==> src/design/cpuIntPkg.sv <==
package cpuIntPkg;

  typedef logic [7:0] opcodeT;
  typedef logic [8:0] statusT;

  // Status bit positions, E above the 8-bit P register.
  parameter int E_BIT = 8;
  parameter int N_BIT = 7;
  parameter int V_BIT = 6;
  parameter int M_BIT = 5;
  parameter int X_BIT = 4;
  parameter int D_BIT = 3;
  parameter int I_BIT = 2;
  parameter int Z_BIT = 1;
  parameter int C_BIT = 0;

  // Emulation mode, 8-bit A and index, IRQ masked.
  parameter statusT STATUS_RESET = 9'h134;

  parameter opcodeT OP_WAI = 8'hCB;
  parameter opcodeT OP_STP = 8'hDB;
  parameter opcodeT OP_XCE = 8'hFB;
  parameter opcodeT OP_REP = 8'hC2;
  parameter opcodeT OP_SEP = 8'hE2;
  parameter opcodeT OP_BRK = 8'h00;
  parameter opcodeT OP_COP = 8'h02;

  typedef enum logic [2:0]
  {
    INT_RESET,
    INT_NMI,
    INT_IRQ,
    INT_COP,
    INT_BRK
  } intKindT;

  typedef enum logic [1:0]
  {
    FETCH_IDLE,
    FETCH_LOW,
    FETCH_HIGH
  } fetchStateT;

endpackage

==> src/design/statusReg.sv <==
`timescale 1ns/100ps

module statusReg
(
  input  logic              CLK,
  input  logic              RST_N,
  input  logic              en,
  input  logic              instrEnd,
  input  cpuIntPkg::opcodeT opcode,
  input  cpuIntPkg::opcodeT operand,
  input  logic              takeInt,
  output cpuIntPkg::statusT status,
  output logic              branchTaken
);
  import cpuIntPkg::*;

  statusT nextStatus;
  opcodeT flagMask;
  logic   condFlag;
  logic   singleFlagOp;

  // TYA shares the xx18 pattern but leaves P alone.
  assign singleFlagOp = (opcode[4:0] == 5'h18) && (opcode != 8'h98);

  always_comb
  begin
    flagMask = operand;
    if (status[E_BIT])
    begin
      flagMask[M_BIT] = 1'b0; // Widths are locked in emulation.
      flagMask[X_BIT] = 1'b0;
    end
  end

  always_comb
  begin
    nextStatus = status;
    if (singleFlagOp)
    begin
      case (opcode[7:6])
        2'b00:   nextStatus[C_BIT] = opcode[5];
        2'b01:   nextStatus[I_BIT] = opcode[5];
        2'b10:   nextStatus[V_BIT] = 1'b0;
        default: nextStatus[D_BIT] = opcode[5];
      endcase
    end
    else if (opcode == OP_XCE)
    begin
      nextStatus[E_BIT] = status[C_BIT];
      nextStatus[C_BIT] = status[E_BIT];
      if (status[C_BIT])
      begin
        nextStatus[M_BIT] = 1'b1;
        nextStatus[X_BIT] = 1'b1;
      end
    end
    else if (opcode == OP_REP)
    begin
      nextStatus[7:0] = status[7:0] & ~flagMask;
    end
    else if (opcode == OP_SEP)
    begin
      nextStatus[7:0] = status[7:0] | flagMask;
    end
  end

  always_ff @(posedge CLK or negedge RST_N)
  begin
    if (!RST_N)
    begin
      status <= STATUS_RESET;
    end
    else if (en)
    begin
      if (instrEnd)
        status <= nextStatus;
      // Interrupt entry overrides I and D from the last opcode.
      if (takeInt)
      begin
        status[I_BIT] <= 1'b1;
        status[D_BIT] <= 1'b0;
      end
    end
  end

  // Bits 7:6 pick the flag, bit 5 the polarity.
  always_comb
  begin
    case (opcode[7:6])
      2'b00:   condFlag = status[N_BIT];
      2'b01:   condFlag = status[V_BIT];
      2'b10:   condFlag = status[C_BIT];
      default: condFlag = status[Z_BIT];
    endcase
  end

  assign branchTaken = (opcode[4:0] == 5'h10) && (condFlag == opcode[5]);

  emuWidthLock: assert property (@(posedge CLK) disable iff (!RST_N)
    status[E_BIT] |-> (status[M_BIT] && status[X_BIT]))
    else $error("M or X cleared while in emulation mode");

endmodule

==> src/design/pinWakeCtrl.sv <==
`timescale 1ns/100ps

module pinWakeCtrl
(
  input  logic              CLK,
  input  logic              RST_N,
  input  logic              CE,
  input  logic              RDY_IN,
  input  logic              NMI_N,
  input  logic              IRQ_N,
  input  logic              ABORT_N,
  input  logic              instrEnd,
  input  cpuIntPkg::opcodeT opcode,
  input  logic              nmiAck,
  output logic              en,
  output logic              nmiPending,
  output logic              irqPending
);
  import cpuIntPkg::*;

  logic nmiLast;
  logic waiting;
  logic stopped;
  logic wakeReq;

  assign en = RDY_IN && CE && !waiting && !stopped;

  // Pin capture runs on CE alone, so it keeps going during WAI and STP.
  always_ff @(posedge CLK or negedge RST_N)
  begin
    if (!RST_N)
    begin
      nmiLast    <= 1'b1;
      nmiPending <= 1'b0;
      irqPending <= 1'b0;
    end
    else if (CE)
    begin
      nmiLast    <= NMI_N;
      irqPending <= !IRQ_N; // Level, no latching.
      if (nmiAck && en)
        nmiPending <= 1'b0;
      if (nmiLast && !NMI_N)
        nmiPending <= 1'b1; // A new edge beats the ack.
    end
  end

  // WAI wakes on any source, whatever the I flag.
  assign wakeReq = nmiPending || irqPending || !ABORT_N;

  always_ff @(posedge CLK or negedge RST_N)
  begin
    if (!RST_N)
    begin
      waiting <= 1'b0;
      stopped <= 1'b0;
    end
    else
    begin
      if (en && instrEnd)
      begin
        if (opcode == OP_WAI)
          waiting <= 1'b1;
        else if (opcode == OP_STP)
          stopped <= 1'b1; // Only RST_N leaves this.
      end
      if (CE && RDY_IN && waiting && wakeReq)
        waiting <= 1'b0;
    end
  end

  waitStopExcl: assert property (@(posedge CLK) disable iff (!RST_N)
    !(waiting && stopped))
    else $error("WAI and STP states active together");

endmodule

==> src/design/vectorArbiter.sv <==
`timescale 1ns/100ps

module vectorArbiter
#(
  parameter int AddrW = 24
)
(
  input  logic              CLK,
  input  logic              RST_N,
  input  logic              en,
  input  logic              instrEnd,
  input  cpuIntPkg::opcodeT opcode,
  input  cpuIntPkg::statusT status,
  input  logic              nmiPending,
  input  logic              irqPending,
  output logic              takeInt,
  output logic              nmiAck,
  output logic              VPB,
  output logic [AddrW-1:0]  vectorAddr
);
  import cpuIntPkg::*;

  typedef logic [AddrW-1:0] addrT;

  fetchStateT fetchState;
  intKindT    fetchKind;
  intKindT    nextKind;
  logic       fetchEmu;
  logic       irqTake;
  logic       softInt;
  logic [7:0] vecLow;
  logic [7:0] vecByte;

  assign irqTake = irqPending && !status[I_BIT];
  assign softInt = (opcode == OP_BRK) || (opcode == OP_COP);

  // Highest first: NMI, IRQ, COP, BRK.
  always_comb
  begin
    if (nmiPending)
      nextKind = INT_NMI;
    else if (irqTake)
      nextKind = INT_IRQ;
    else if (opcode == OP_COP)
      nextKind = INT_COP;
    else
      nextKind = INT_BRK;
  end

  assign takeInt = instrEnd && en && (fetchState == FETCH_IDLE) &&
                   (nmiPending || irqTake || softInt);
  assign nmiAck  = takeInt && (nextKind == INT_NMI);

  // Comes out of reset already fetching the reset vector.
  always_ff @(posedge CLK or negedge RST_N)
  begin
    if (!RST_N)
    begin
      fetchState <= FETCH_LOW;
      fetchKind  <= INT_RESET;
      fetchEmu   <= 1'b1;
      VPB        <= 1'b0;
    end
    else if (en)
    begin
      case (fetchState)
        FETCH_IDLE:
        begin
          if (takeInt)
          begin
            fetchState <= FETCH_LOW;
            fetchKind  <= nextKind;
            fetchEmu   <= status[E_BIT]; // Mode at the decision.
            VPB        <= 1'b0;
          end
        end
        FETCH_LOW:
          fetchState <= FETCH_HIGH;
        default:
        begin
          fetchState <= FETCH_IDLE;
          VPB        <= 1'b1;
        end
      endcase
    end
  end

  always_comb
  begin
    case (fetchKind)
      INT_RESET: vecLow = 8'hFC;
      INT_NMI:   vecLow = fetchEmu ? 8'hFA : 8'hEA;
      INT_IRQ:   vecLow = fetchEmu ? 8'hFE : 8'hEE;
      INT_COP:   vecLow = fetchEmu ? 8'hF4 : 8'hE4;
      default:   vecLow = fetchEmu ? 8'hFE : 8'hE6; // BRK shares IRQ in emulation.
    endcase
  end

  assign vecByte    = vecLow + 8'(fetchState == FETCH_HIGH);
  assign vectorAddr = VPB ? '0 : addrT'({8'hFF, vecByte});

  noEndInFetch: assert property (@(posedge CLK) disable iff (!RST_N)
    !VPB |-> !instrEnd)
    else $error("instrEnd asserted during a vector fetch");

  vpbMatchesIdle: assert property (@(posedge CLK) disable iff (!RST_N)
    VPB == (fetchState == FETCH_IDLE))
    else $error("VPB out of step with the fetch state");

endmodule

==> src/design/cpuIntCtrl.sv <==
`timescale 1ns/100ps

module cpuIntCtrl
#(
  parameter int AddrW = 24
)
(
  input  logic              CLK,
  input  logic              RST_N,
  input  logic              CE,
  input  logic              RDY_IN,
  input  logic              NMI_N,
  input  logic              IRQ_N,
  input  logic              ABORT_N,
  input  cpuIntPkg::opcodeT opcode,
  input  cpuIntPkg::opcodeT operand,
  input  logic              instrEnd,
  output cpuIntPkg::statusT status,
  output logic              branchTaken,
  output logic [AddrW-1:0]  vectorAddr,
  output logic              VPB,
  output logic              RDY_OUT
);

  logic en;
  logic nmiPending;
  logic irqPending;
  logic takeInt;
  logic nmiAck;

  assign RDY_OUT = en;

  statusReg u_statusReg
  (
    .CLK         (CLK),
    .RST_N       (RST_N),
    .en          (en),
    .instrEnd    (instrEnd),
    .opcode      (opcode),
    .operand     (operand),
    .takeInt     (takeInt),
    .status      (status),
    .branchTaken (branchTaken)
  );

  pinWakeCtrl u_pinWakeCtrl
  (
    .CLK        (CLK),
    .RST_N      (RST_N),
    .CE         (CE),
    .RDY_IN     (RDY_IN),
    .NMI_N      (NMI_N),
    .IRQ_N      (IRQ_N),
    .ABORT_N    (ABORT_N),
    .instrEnd   (instrEnd),
    .opcode     (opcode),
    .nmiAck     (nmiAck),
    .en         (en),
    .nmiPending (nmiPending),
    .irqPending (irqPending)
  );

  vectorArbiter #(.AddrW(AddrW)) u_vectorArbiter
  (
    .CLK        (CLK),
    .RST_N      (RST_N),
    .en         (en),
    .instrEnd   (instrEnd),
    .opcode     (opcode),
    .status     (status),
    .nmiPending (nmiPending),
    .irqPending (irqPending),
    .takeInt    (takeInt),
    .nmiAck     (nmiAck),
    .VPB        (VPB),
    .vectorAddr (vectorAddr)
  );

endmodule

==> config.mk <==
export PLATFORM = sky130hd
export DESIGN_NAME = cpuIntCtrl
export DESIGN_NICKNAME = d
export VERILOG_FILES = /design/src/design/cpuIntPkg.sv /design/src/design/statusReg.sv /design/src/design/pinWakeCtrl.sv /design/src/design/vectorArbiter.sv /design/src/design/cpuIntCtrl.sv
export SDC_FILE = /design/constraint.sdc
export NUM_CORES = 1
export LEC_CHECK = 0
export BUFFER_PORTS_ARGS = -buffer_cell sky130_fd_sc_hd__buf_2
export CELL_PAD_IN_SITES_DETAIL_PLACEMENT = 0
export CELL_PAD_IN_SITES_GLOBAL_PLACEMENT = 1
export CORE_MARGIN = 8
export CORE_UTILIZATION = 38
export DETAILED_ROUTE_END_ITERATION = 12
export HOLD_SLACK_MARGIN = 0.02
export PLACE_DENSITY_LB_ADDON = 0.1
export SETUP_SLACK_MARGIN = 0.1
export SYNTH_ARGS = -nofsm -noshare
export SYNTH_HDL_FRONTEND = slang
export SYNTH_SLANG_ARGS = --single-unit
export TNS_END_PERCENT = 10
==> constraint.sdc <==
create_clock -name CLK -period 2.81 [get_ports CLK]
set_input_delay 0.281 -clock CLK [delete_from_list [all_inputs] [get_ports CLK]]
set_output_delay 0.281 -clock CLK [all_outputs]
set_load 0.005 [all_outputs]
==> run metrics, run 1 <==
Synth Flop Type dfrtp_1; synthesized flop and latch total 21; Post-Syn Area per Cell 8.89 µm²; EDFF count, synth 0; Yosys cell types 51; CTS sink cnt 21; Yosys warnings 0; Synth area leader dfrtp_1; post-layout util 0.456; Finish-stage setup viols 0; core area 3970 µm²; final antenna-violating net count 0; CP top delay family multiplexers; final-report hold violation count 0; post-synth top area share 0.224; wire length per cell 15.9 µm; number of CTS-inserted buffers 3; Worst Path Buf+Inv 1; Most Used Layer, Global Route met2; setup tns final 0 ps; cell count after synthesis 176; initial core utilization 0.394; dpl cell area 1750 µm²; routed vias 1415; DIE HEIGHT 80.2 µm; number of fill cells in the layout 396; vias in the first global route 1391; crit-path cells mux4_2 -> xnor2_1 -> nor4_1 -> buf_2; status completed; nets@finish 242; met2 Usage GRT 0.216; final cycle utilization of the critical path 0.725; initial antenna violation count 0; largest net degree at the start of global routing 22; CP max FO 3; Worst Path Class, Setup reg -> out; H-tree depth 1; worst skew pair latency 260 ps; max cap viols 0; critical path capture point type output port; drt first-iter violations 103; area added between synthesis and finish 15.6%; I/O Buffers 51; final HPWL from detailed placement 3440 µm; CP max stage cell mux4_2; PwrDens 505 nW/µm²; ys async rst share 1.00; layout cells sized above 1 0.355; Hold Crit Class in -> reg; Post-CTS Setup Inserts 0; CTS Root Cell clkbuf_8; gr ovfl total 0; Worst-path clk slew 80 ps; fin area 1810 µm²; full die area 6430 µm²; DRC Markers 0; Seq/Total Area, Yosys 0.341; Critical Path AT 1750 ps; Final WS setup 774 ps; Setup Skew 2.13 ps; first-pass iteration count of the detailed router 4; grt met3 use 0.0134; GRT Overall Usage 0.130; Setup WS pre-CTS 945 ps; RSZ-0062 raised after global routing false; Die X 80.2 µm; Final GP Congestion 0.833; I/O pin count 60; worst hold slack 191 ps; Synth Cell Area 1570 µm²; clock buffer depth 2; CTS tree yes; Pins Over Slew Limit 0; Leakage 0.000865 µW; routed wire length 4250 µm; Peak supply drop 0.171 mV; number of placement rows 23; slowest stage delay, CP 500 ps; met1 usage 0.171; DR vias/cell 5.30; first-pass GRT wire length 6760 µm; fmax 491 MHz; CP startpoint kind register; Final Critical Period 2040 ps; CP required 2530 ps; top post-synthesis cells by area dfrtp_1, dfstp_2, buf_4; # diodes 0
==> synth_stat cells (all sizes together), types with 3 or more instances <==
cell    count
o21ai      13
and3        3
inv         6
and2        4
nor3        8
nand3       5
buf        23
a21oi      10
nand4       3
nand2      18
nand2b      4
mux2        7
dfrtp      14
nor2b       3
dfstp       7
nor2       18
a32oi       3
==> report_power, final <==
group          internal [µW]  switching [µW]
clock network            101            97.9
registers                343            54.1
logic                    151             168
total                    595             320
==> kinds of logic (layout without fill, tap and decap cells) <==
family	Yosys count	in the layout	synth area share
muxes	8	8	0.0695
DFF	21	21	0.341
AOI/OAI and AO/OA	38	38	0.168
and+or+nand+nor	77	77	0.289
xor gates and xnor gates	2	2	0.0112
other	1	8	0.00240
buffers and inverters	29	63	0.118
==> worst register-to-register path: stages (launching register included) <==
cell and delay, ps:
dfrtp_1 390, nor4bb_1 270, buf_4 210, nand2_4 110, nor3_4 200, o21a_1 270, mux2_2 360
==> per-layer routing <==
layer,share of wire,up-vias
met4,0.014,0
li1,-,682
met2,0.48,51
met3,0.071,6
met5,0,-
met1,0.44,676
==> metrics by stage <==
step           power, µW  instances
2_1_floorplan        650        183
3_3_place_gp         721        262
3_5_place_dp         730        262
4_1_cts              932        267
5_1_grt              991        267
6_report             914        267
==> final timing paths <==
check	from	endpoint	slack (ps)	cells past startpoint
max in group asynchronous	RST_N	u_statusReg.status[5]$_DFFE_PN1P_	1940	2
min in group asynchronous	RST_N	async pin	510	2
setup reg to reg	u_pinWakeCtrl.waiting$_DFFE_PN0P_	u_vectorArbiter.fetchEmu$_DFFE_PN1P_	950	6
setup / recovery	register	branchTaken	770	4
hold / removal	IRQ_N	u_pinWakeCtrl.irqPending$_DFFE_PN0P_	190	2
hold reg to reg	u_statusReg.status[5]$_DFFE_PN1P_	u_statusReg.status[5]$_DFFE_PN1P_	470	2
==> repair_timing <==
| action | in CTS | in global routing |
|---|---|---|
| hold buffers | 1 | 0 |
| resized for setup | 0 | 0 |
| hold endpoints to repair | 14 | 0 |
==> layout make-up <==
| type | count | area, µm² | share of cell area |
|---|---|---|---|
| repair buffers | 53 | 273 | 0.151 |
| clock buffers | 4 | 45.0 | 0.0249 |
| well taps | 50 | 62.6 | 0.0346 |
| inverters | 6 | 22.5 | 0.0124 |
| multi-input cells | 133 | 872 | 0.482 |
| flip-flops and latches | 21 | 534 | 0.295 |
==> placed cells by master (no fill, tap or decap), types with 2 or more instances in the layout <==
master    instances
inv_1             6
mux2_4            2
clkbuf_8          3
buf_2            51
o21a_1            2
nand2b_1          4
a32oi_1           3
nand2_1          17
nand3_1           5
a21oi_1           9
dfrtp_1          14
nor3_1            6
o21ai_0          11
nand4_1           2
and3_1            3
mux2_2            4
nor3_4            2
nor2_1           18
and2_1            4
conb_1            8
o21ai_1           2
dfstp_2           7
nor2b_1           3
Power figures use the tool's default switching activity.
==> run 2: changes to the inputs <==
--- a/config.mk
+++ b/config.mk
@@ -5,11 +5,12 @@
 export SDC_FILE = /design/constraint.sdc
 export NUM_CORES = 1
 export LEC_CHECK = 0
+export ABC_AREA = 1
 export BUFFER_PORTS_ARGS = -buffer_cell sky130_fd_sc_hd__buf_2
 export CELL_PAD_IN_SITES_DETAIL_PLACEMENT = 0
 export CELL_PAD_IN_SITES_GLOBAL_PLACEMENT = 1
 export CORE_MARGIN = 8
-export CORE_UTILIZATION = 38
+export CORE_UTILIZATION = 30
 export DETAILED_ROUTE_END_ITERATION = 12
 export HOLD_SLACK_MARGIN = 0.02
 export PLACE_DENSITY_LB_ADDON = 0.1
==> constraint.sdc (replaced) <==
create_clock -name CLK -period 1.67 [get_ports CLK]
set_input_delay 0.167 -clock CLK [delete_from_list [all_inputs] [get_ports CLK]]
set_output_delay 0.167 -clock CLK [all_outputs]
set_load 0.005 [all_outputs]
==> run metrics, run 2 <==
Die X 87.4 µm (was 80.2 µm); Worst-path clk slew 80 ps (about the same); CTS tree yes (unchanged); Pins Over Slew Limit 0 (unchanged); vias in the first global route 1539 (was 1391); ys async rst share 1.00 (unchanged); first-pass GRT wire length 7110 µm (was 6760 µm); Critical Path AT 1340 ps (was 1750 ps); Synth Cell Area 1530 µm² (was 1570 µm²); full die area 7630 µm² (was 6430 µm²); Final GP Congestion 0.836 (was 0.833); initial core utilization 0.305 (was 0.394); EDFF count, synth 0 (unchanged); Final WS setup 159 ps (was 774 ps); routed wire length 4320 µm (was 4250 µm); top post-synthesis cells by area dfrtp_1, nand2_1, dfstp_2 (was dfrtp_1, dfstp_2, buf_4); DRC Markers 0 (unchanged); CP required 1500 ps (was 2530 ps); final-report hold violation count 0 (unchanged); nets@finish 303 (was 242); hold path cells 2 (unchanged); Post-Syn Area per Cell 6.64 µm² (was 8.89 µm²); setup tns final 0 ps (unchanged); Seq/Total Area, Yosys 0.350 (was 0.341); CTS sink cnt 21 (unchanged); CP top delay family flip-flops (was multiplexers); initial antenna violation count 0 (unchanged); crit-path cells inv_1 -> o22ai_1 -> a21oi_1 -> nand2_1 -> nand2_1 -> nand2_1 -> nor2_1 -> buf_2 (was mux4_2 -> xnor2_1 -> nor4_1 -> buf_2); Synth area leader dfrtp_1 (unchanged); slowest stage delay, CP 410 ps (was 500 ps); RSZ-0062 raised after global routing true (was false); gr ovfl total 0 (unchanged); largest net degree at the start of global routing 22 (unchanged); final HPWL from detailed placement 3570 µm (was 3440 µm); GRT Overall Usage 0.118 (was 0.130); number of fill cells in the layout 570 (was 396); Peak supply drop 0.377 mV (was 0.171 mV); clock buffer depth 2 (unchanged); wire length per cell 12.4 µm (was 15.9 µm); commonest non-fill, non-tap cell in the layout nand2_1 (was buf_2); worst skew pair latency 260 ps (about the same); post-synth top area share 0.229 (was 0.224); cell count after synthesis 230 (was 176); H-tree depth 1 (unchanged); Leakage 0.00103 µW (was 0.000865 µW); CTS Root Cell clkbuf_8 (unchanged); Slew @ Worst Pin 505 ps; Worst R2R Path Depth 6 (unchanged); Finish-stage setup viols 0 (unchanged); final cycle utilization of the critical path 0.905; synthesized flop and latch total 21 (unchanged); Rel. slew slack 0.663; critical path capture point type output port (unchanged); Yosys cell types 23 (was 51); Worst Path Class, Setup reg -> out (unchanged); top-count cell post-synth nand2_1 (was buf_4); area added between synthesis and finish 20.4% (was 15.6%); core area 5010 µm² (was 3970 µm²); routed vias 1500 (was 1415); I/O pin count 60 (unchanged); multi-input logic area 746 µm² (was 872 µm²); number of placement rows 26 (was 23); Synth top cells by count nand2_1, inv_1, nor2_1 (was buf_4, nor2_1, nand2_1); PwrDens 1060 nW/µm² (was 505 nW/µm²); max cap viols 0 (unchanged); Synth Flop Type dfrtp_1 (unchanged); layout cells sized above 1 0.266 (was 0.355); CP max stage cell dfrtp_1 (was mux4_2); first-pass iteration count of the detailed router 4 (unchanged); DR vias/cell 4.31 (was 5.30); Yosys warnings 0 (unchanged); final antenna-violating net count 0 (unchanged); CP startpoint kind register (unchanged); CP max FO 3 (unchanged); Setup Skew 2.46 ps (was 2.13 ps); Setup WS pre-CTS 137 ps (was 945 ps); drt first-iter violations 38 (was 103); Worst Path Buf+Inv 2 (was 1); fmax 662 MHz; register area 534 µm² (unchanged); stages on the worst setup path 8 (was 4); # diodes 0 (unchanged); Hold Crit Class in -> reg (unchanged); status completed (unchanged); Final Critical Period 1510 ps; CP most frequent cell nand2_1; leading cell types in the layout, fill and taps excluded nand2_1, buf_2, inv_1 (was buf_2, nor2_1, nand2_1); number of CTS-inserted buffers 3 (unchanged); DIE HEIGHT 87.4 µm (was 80.2 µm); I/O Buffers 51 (unchanged)
run 2: cell types whose count changed in the layout (fill, tap and decap cells not counted), moves of 4 or more:
cell	delta
nor2_1	+6
mux2_2	-4
nand3_1	+11
nand2b_1	-4
o21ai_0	+11
and2_1	-4
inv_1	+29
nand2_1	+44
run 2: final timing paths:
kind	start	endpoint	slack [ps]
hold reg to reg	u_statusReg.status[4]$_DFFE_PN1P_	u_statusReg.status[4]$_DFFE_PN1P_	470
setup reg to reg	u_pinWakeCtrl.waiting$_DFFE_PN0P_	u_statusReg.status[3]$_DFFE_PN0P_	260
setup / recovery	register	branchTaken	160
max in group asynchronous	RST_N	u_vectorArbiter.fetchEmu$_DFFE_PN1P_	900
hold / removal	IRQ_N	u_pinWakeCtrl.irqPending$_DFFE_PN0P_	90
min in group asynchronous	RST_N	async pin	410
run 2: cell families (layout without fill, tap and decap cells):
family / count (synthesis) / count (layout) / synth area share
flops: 21 / 21 / 0.350
compound gates: 37 / 37 / 0.130
mux: 1 / 1 / 0.00655
other cells: 1 / 8 / 0.00245
buf+inv: 55 / 96 / 0.179
simple gates: 115 / 115 / 0.332
run 2: what timing repair did:
action | in CTS | in global routing
endpoints found under the setup margin | 0 | 2
resized for setup | 0 | 1
hold buffers | 1 | 0
hold endpoints to repair | 14 | 0
setup buffers | 0 | 1
run 2: power breakdown:
group / total (µW) / switching, µW / internal, µW
combinational: 825 / 461 / 365
sequential: 787 / 123 / 664
clock: 333 / 163 / 170
run 2: layout make-up:
| cell class | count | share of cell area |
|---|---|---|
| multi-input cells | 161 | 0.405 |
| flip-flops and latches | 21 | 0.290 |
| repair buffers | 55 | 0.156 |
| inverters | 37 | 0.0755 |
| well taps | 70 | 0.0476 |
| clock buffers | 4 | 0.0245 |
run 2: routing by layer:
layer	track usage	wire, µm	part of all wire
met1	0.140	2020	0.47
met5	0	0	0
met2	0.204	1990	0.46
met3	0.0358	295	0.068
met4	0.0188	19	0.0044
run 2: per-stage QoR:
step	hold slack (ps)	std cells	cell area, µm²	total power, µW	utilization
floorplan	-129	237	1550	1400	-
global placement	171	342	1780	1650	0.355
global route	95.5	348	1840	2150	0.367
finish	93.6	348	1840	1950	0.367
CTS	88.5	347	1830	1980	0.366
detailed placement	174	342	1780	1640	0.355
==> run 3: changes to the inputs <==
--- a/config.mk
+++ b/config.mk
@@ -17,5 +17,6 @@
 export SETUP_SLACK_MARGIN = 0.1
 export SYNTH_ARGS = -nofsm -noshare
 export SYNTH_HDL_FRONTEND = slang
+export SYNTH_HIERARCHICAL = 1
 export SYNTH_SLANG_ARGS = --single-unit
 export TNS_END_PERCENT = 10
==> constraint.sdc (replaced) <==
create_clock -name CLK -period 1.67 [get_ports CLK]
set_input_delay 0.2505 -clock CLK [delete_from_list [all_inputs] [get_ports CLK]]
set_output_delay 0.2505 -clock CLK [all_outputs]
set_load 0.005 [all_outputs]
==> run metrics, run 3 <==
status completed (unchanged); Rel. slew slack 0.665 (was 0.663); post-synth top area share 0.207 (was 0.229); placed cells 378 (was 342); final std cells w/o fill 384 (was 348); area added between synthesis and finish 20.6% (was 20.4%); full die area 8300 µm² (was 7630 µm²); crit-path cells nor2_4 -> nand2_1 -> inv_2 -> nand2_1 -> nor2_4 -> nand2_4 -> clkinv_4 -> nand2_1 -> nand2_1 -> nand2_1 -> nand2_1 -> o21ai_1 (was inv_1 -> o22ai_1 -> a21oi_1 -> nand2_1 -> nand2_1 -> nand2_1 -> nor2_1 -> buf_2); Yosys warnings 6 (was 0); met2 Usage GRT 0.204 (about the same); CP top delay family simple AND/OR/NAND/NOR gates (was flip-flops); leading cell types in the layout, fill and taps excluded nand2_1, buf_2, inv_1 (unchanged); max cap viols 0 (unchanged); DIE HEIGHT 91.1 µm (was 87.4 µm); Synth top cells by count nand2_1, inv_1, nor2_1 (unchanged); ys async rst share 1.00 (unchanged); first-pass GRT wire length 8000 µm (was 7110 µm); Die X 91.1 µm (was 87.4 µm); drt first-iter violations 49 (was 38); PwrDens 490 nW/µm² (was 1060 nW/µm²); gr ovfl total 0 (unchanged); Most Used Layer, Global Route met2 (unchanged); H-tree depth 1 (unchanged); Pins Over Slew Limit 0 (unchanged); initial core utilization 0.309 (was 0.305); cell count after synthesis 261 (was 230); Leakage 0.00113 µW (was 0.00103 µW); Clock Power Share 0.345 (was 0.171); number of CTS-inserted buffers 3 (unchanged); core area 5470 µm² (was 5010 µm²); nets@finish 337 (was 303); Comb power frac 0.134 (was 0.424); RSZ-0062 raised after global routing true (unchanged); I/O pin count 60 (unchanged); first-pass iteration count of the detailed router 4 (unchanged); CP max FO 7 (was 3); CP required 1830 ps (was 1500 ps); vias in the first global route 1703 (was 1539); final HPWL from detailed placement 3720 µm (was 3570 µm); largest net degree at the start of global routing 22 (unchanged); Final Critical Period 1530 ps (was 1510 ps); GRT Overall Usage 0.114 (was 0.118); final cycle utilization of the critical path 0.917 (was 0.905); Worst Path Class, Setup reg -> reg (was reg -> out); Finish-stage setup viols 0 (unchanged); CP most frequent cell nand2_1 (unchanged); DRC Markers 0 (unchanged); Worst Path Buf+Inv 2 (unchanged); routed vias 1662 (was 1500); synthesized flop and latch total 21 (unchanged); Synth Cell Area 1690 µm² (was 1530 µm²); CTS tree yes (unchanged); worst skew pair latency 260 ps (about the same); Seq/Total Area, Yosys 0.316 (was 0.350); number of placement rows 27 (was 26); CTS Root Cell clkbuf_8 (unchanged); Internal Pwr Total 728 µW (was 1200 µW); Final WS setup 139 ps (was 159 ps); Peak supply drop 0.196 mV (was 0.377 mV); routed wire length 4540 µm (was 4320 µm); I/O Buffers 51 (unchanged); post-layout util 0.373 (was 0.367); critical path capture point type register (was output port); DR vias/cell 4.33 (was 4.31); fmax 653 MHz (was 662 MHz); grt met3 use 0.0362 (was 0.0358); met1 usage 0.130 (was 0.140); Seq pwr share 0.520 (was 0.405); slowest stage delay, CP 410 ps (about the same); CP startpoint kind register (unchanged); top-count cell post-synth nand2_1 (unchanged); commonest non-fill, non-tap cell in the layout nand2_1 (unchanged); layout cells sized above 1 0.330 (was 0.266); setup tns final 0 ps (unchanged); top post-synthesis cells by area dfrtp_1, nand2_1, dfstp_2 (unchanged); Slew @ Worst Pin 502 ps (was 505 ps); final antenna-violating net count 0 (unchanged); Hold Crit Class in -> reg (unchanged); Setup WS pre-CTS 104 ps (was 137 ps); CTS sink cnt 21 (unchanged); CP max stage cell dfrtp_1 (unchanged); Synth area leader dfrtp_1 (unchanged); Sw Pwr 271 µW (was 747 µW); Final GP Congestion 0.762 (was 0.836); Critical Path AT 1690 ps (was 1340 ps); number of fill cells in the layout 636 (was 570); final-report hold violation count 0 (unchanged); initial antenna violation count 0 (unchanged); Yosys cell types 27 (was 23); Worst-path clk slew 80 ps (about the same); wire length per cell 11.8 µm (was 12.4 µm); clock buffer depth 2 (unchanged); EDFF count, synth 0 (unchanged); Sw Share 0.272 (was 0.384); Setup Skew 3.52 ps (was 2.46 ps); Synth Flop Type dfrtp_1 (unchanged); # diodes 0 (unchanged); Post-Syn Area per Cell 6.48 µm² (was 6.64 µm²)
-- run 3: stage by stage --
stage               instance area, µm²  power, µW  hold WS (ps)
floorplan                         1720        608         -45.1
global placement                  1970        662           264
detailed placement                1970        662           257
CTS                               2020       1020           171
global route                      2040       1060           185
finish                            2040        999           181
-- run 3: path summary, 6_finish.rpt --
kind                                                   start                                   end  slack [ps]  cells past startpoint
setup reg to reg           u_pinWakeCtrl/stopped$_DFFE_PN0P_     u_statusReg/status[3]$_DFFE_PN0P_         140                     12
min in group asynchronous                              RST_N     u_pinWakeCtrl/waiting$_DFFE_PN0P_         480                      2
hold / removal                                         IRQ_N  u_pinWakeCtrl/irqPending$_DFFE_PN0P_         180                      2
setup / recovery           u_pinWakeCtrl/stopped$_DFFE_PN0P_     u_statusReg/status[3]$_DFFE_PN0P_         140                     12
max in group asynchronous                              RST_N     u_statusReg/status[8]$_DFFE_PN1P_         820                      2
hold reg to reg            u_pinWakeCtrl/nmiLast$_DFFE_PN1P_     u_pinWakeCtrl/nmiLast$_DFFE_PN1P_         490                      2
-- run 3: layer usage --
metal,up-vias,routed length (µm)
met5,-,0
met4,0,16
met3,2,243
met2,36,2200
met1,753,2080
li1,871,-
-- run 3: repair_timing --
| action | 4_1_cts | 5_1_grt |
|---|---|---|
| hold endpoints to repair | 14 | 0 |
| gates resized for setup | 1 | 4 |
| hold buffers | 1 | 0 |
| gates cloned | 0 | 0 |
| endpoints found under the setup margin | 3 | 8 |
| buffers inserted | 0 | 1 |
| pin swaps | 0 | 3 |
-- run 3: logic make-up after synthesis --
kind of cell    Yosys count  synth area share
other cells               1           0.00222
flops                    21             0.316
compound gates           33             0.115
buf+inv                  70             0.198
simple gates            136             0.369
-- run 3: area by class of cell --
type | instances | area, µm² | share of cell area
multi-input cells | 177 | 860 | 0.421
flip-flops and latches | 21 | 534 | 0.262
repair buffers | 58 | 310 | 0.152
inverters | 52 | 200 | 0.0981
well taps | 72 | 90.1 | 0.0441
clock buffers | 3 | 41.3 | 0.0202
clock inverters | 1 | 5.00 | 0.00245
-- run 3: power by group through the flow --
stage | clock network (µW) | logic [µW] | registers (µW)
floorplan | 0 | 79.7 | 528
CTS | 364 | 136 | 519
global placement | 0 | 133 | 529
finish | 345 | 134 | 520
global route | 381 | 156 | 521
detailed placement | 0 | 133 | 529
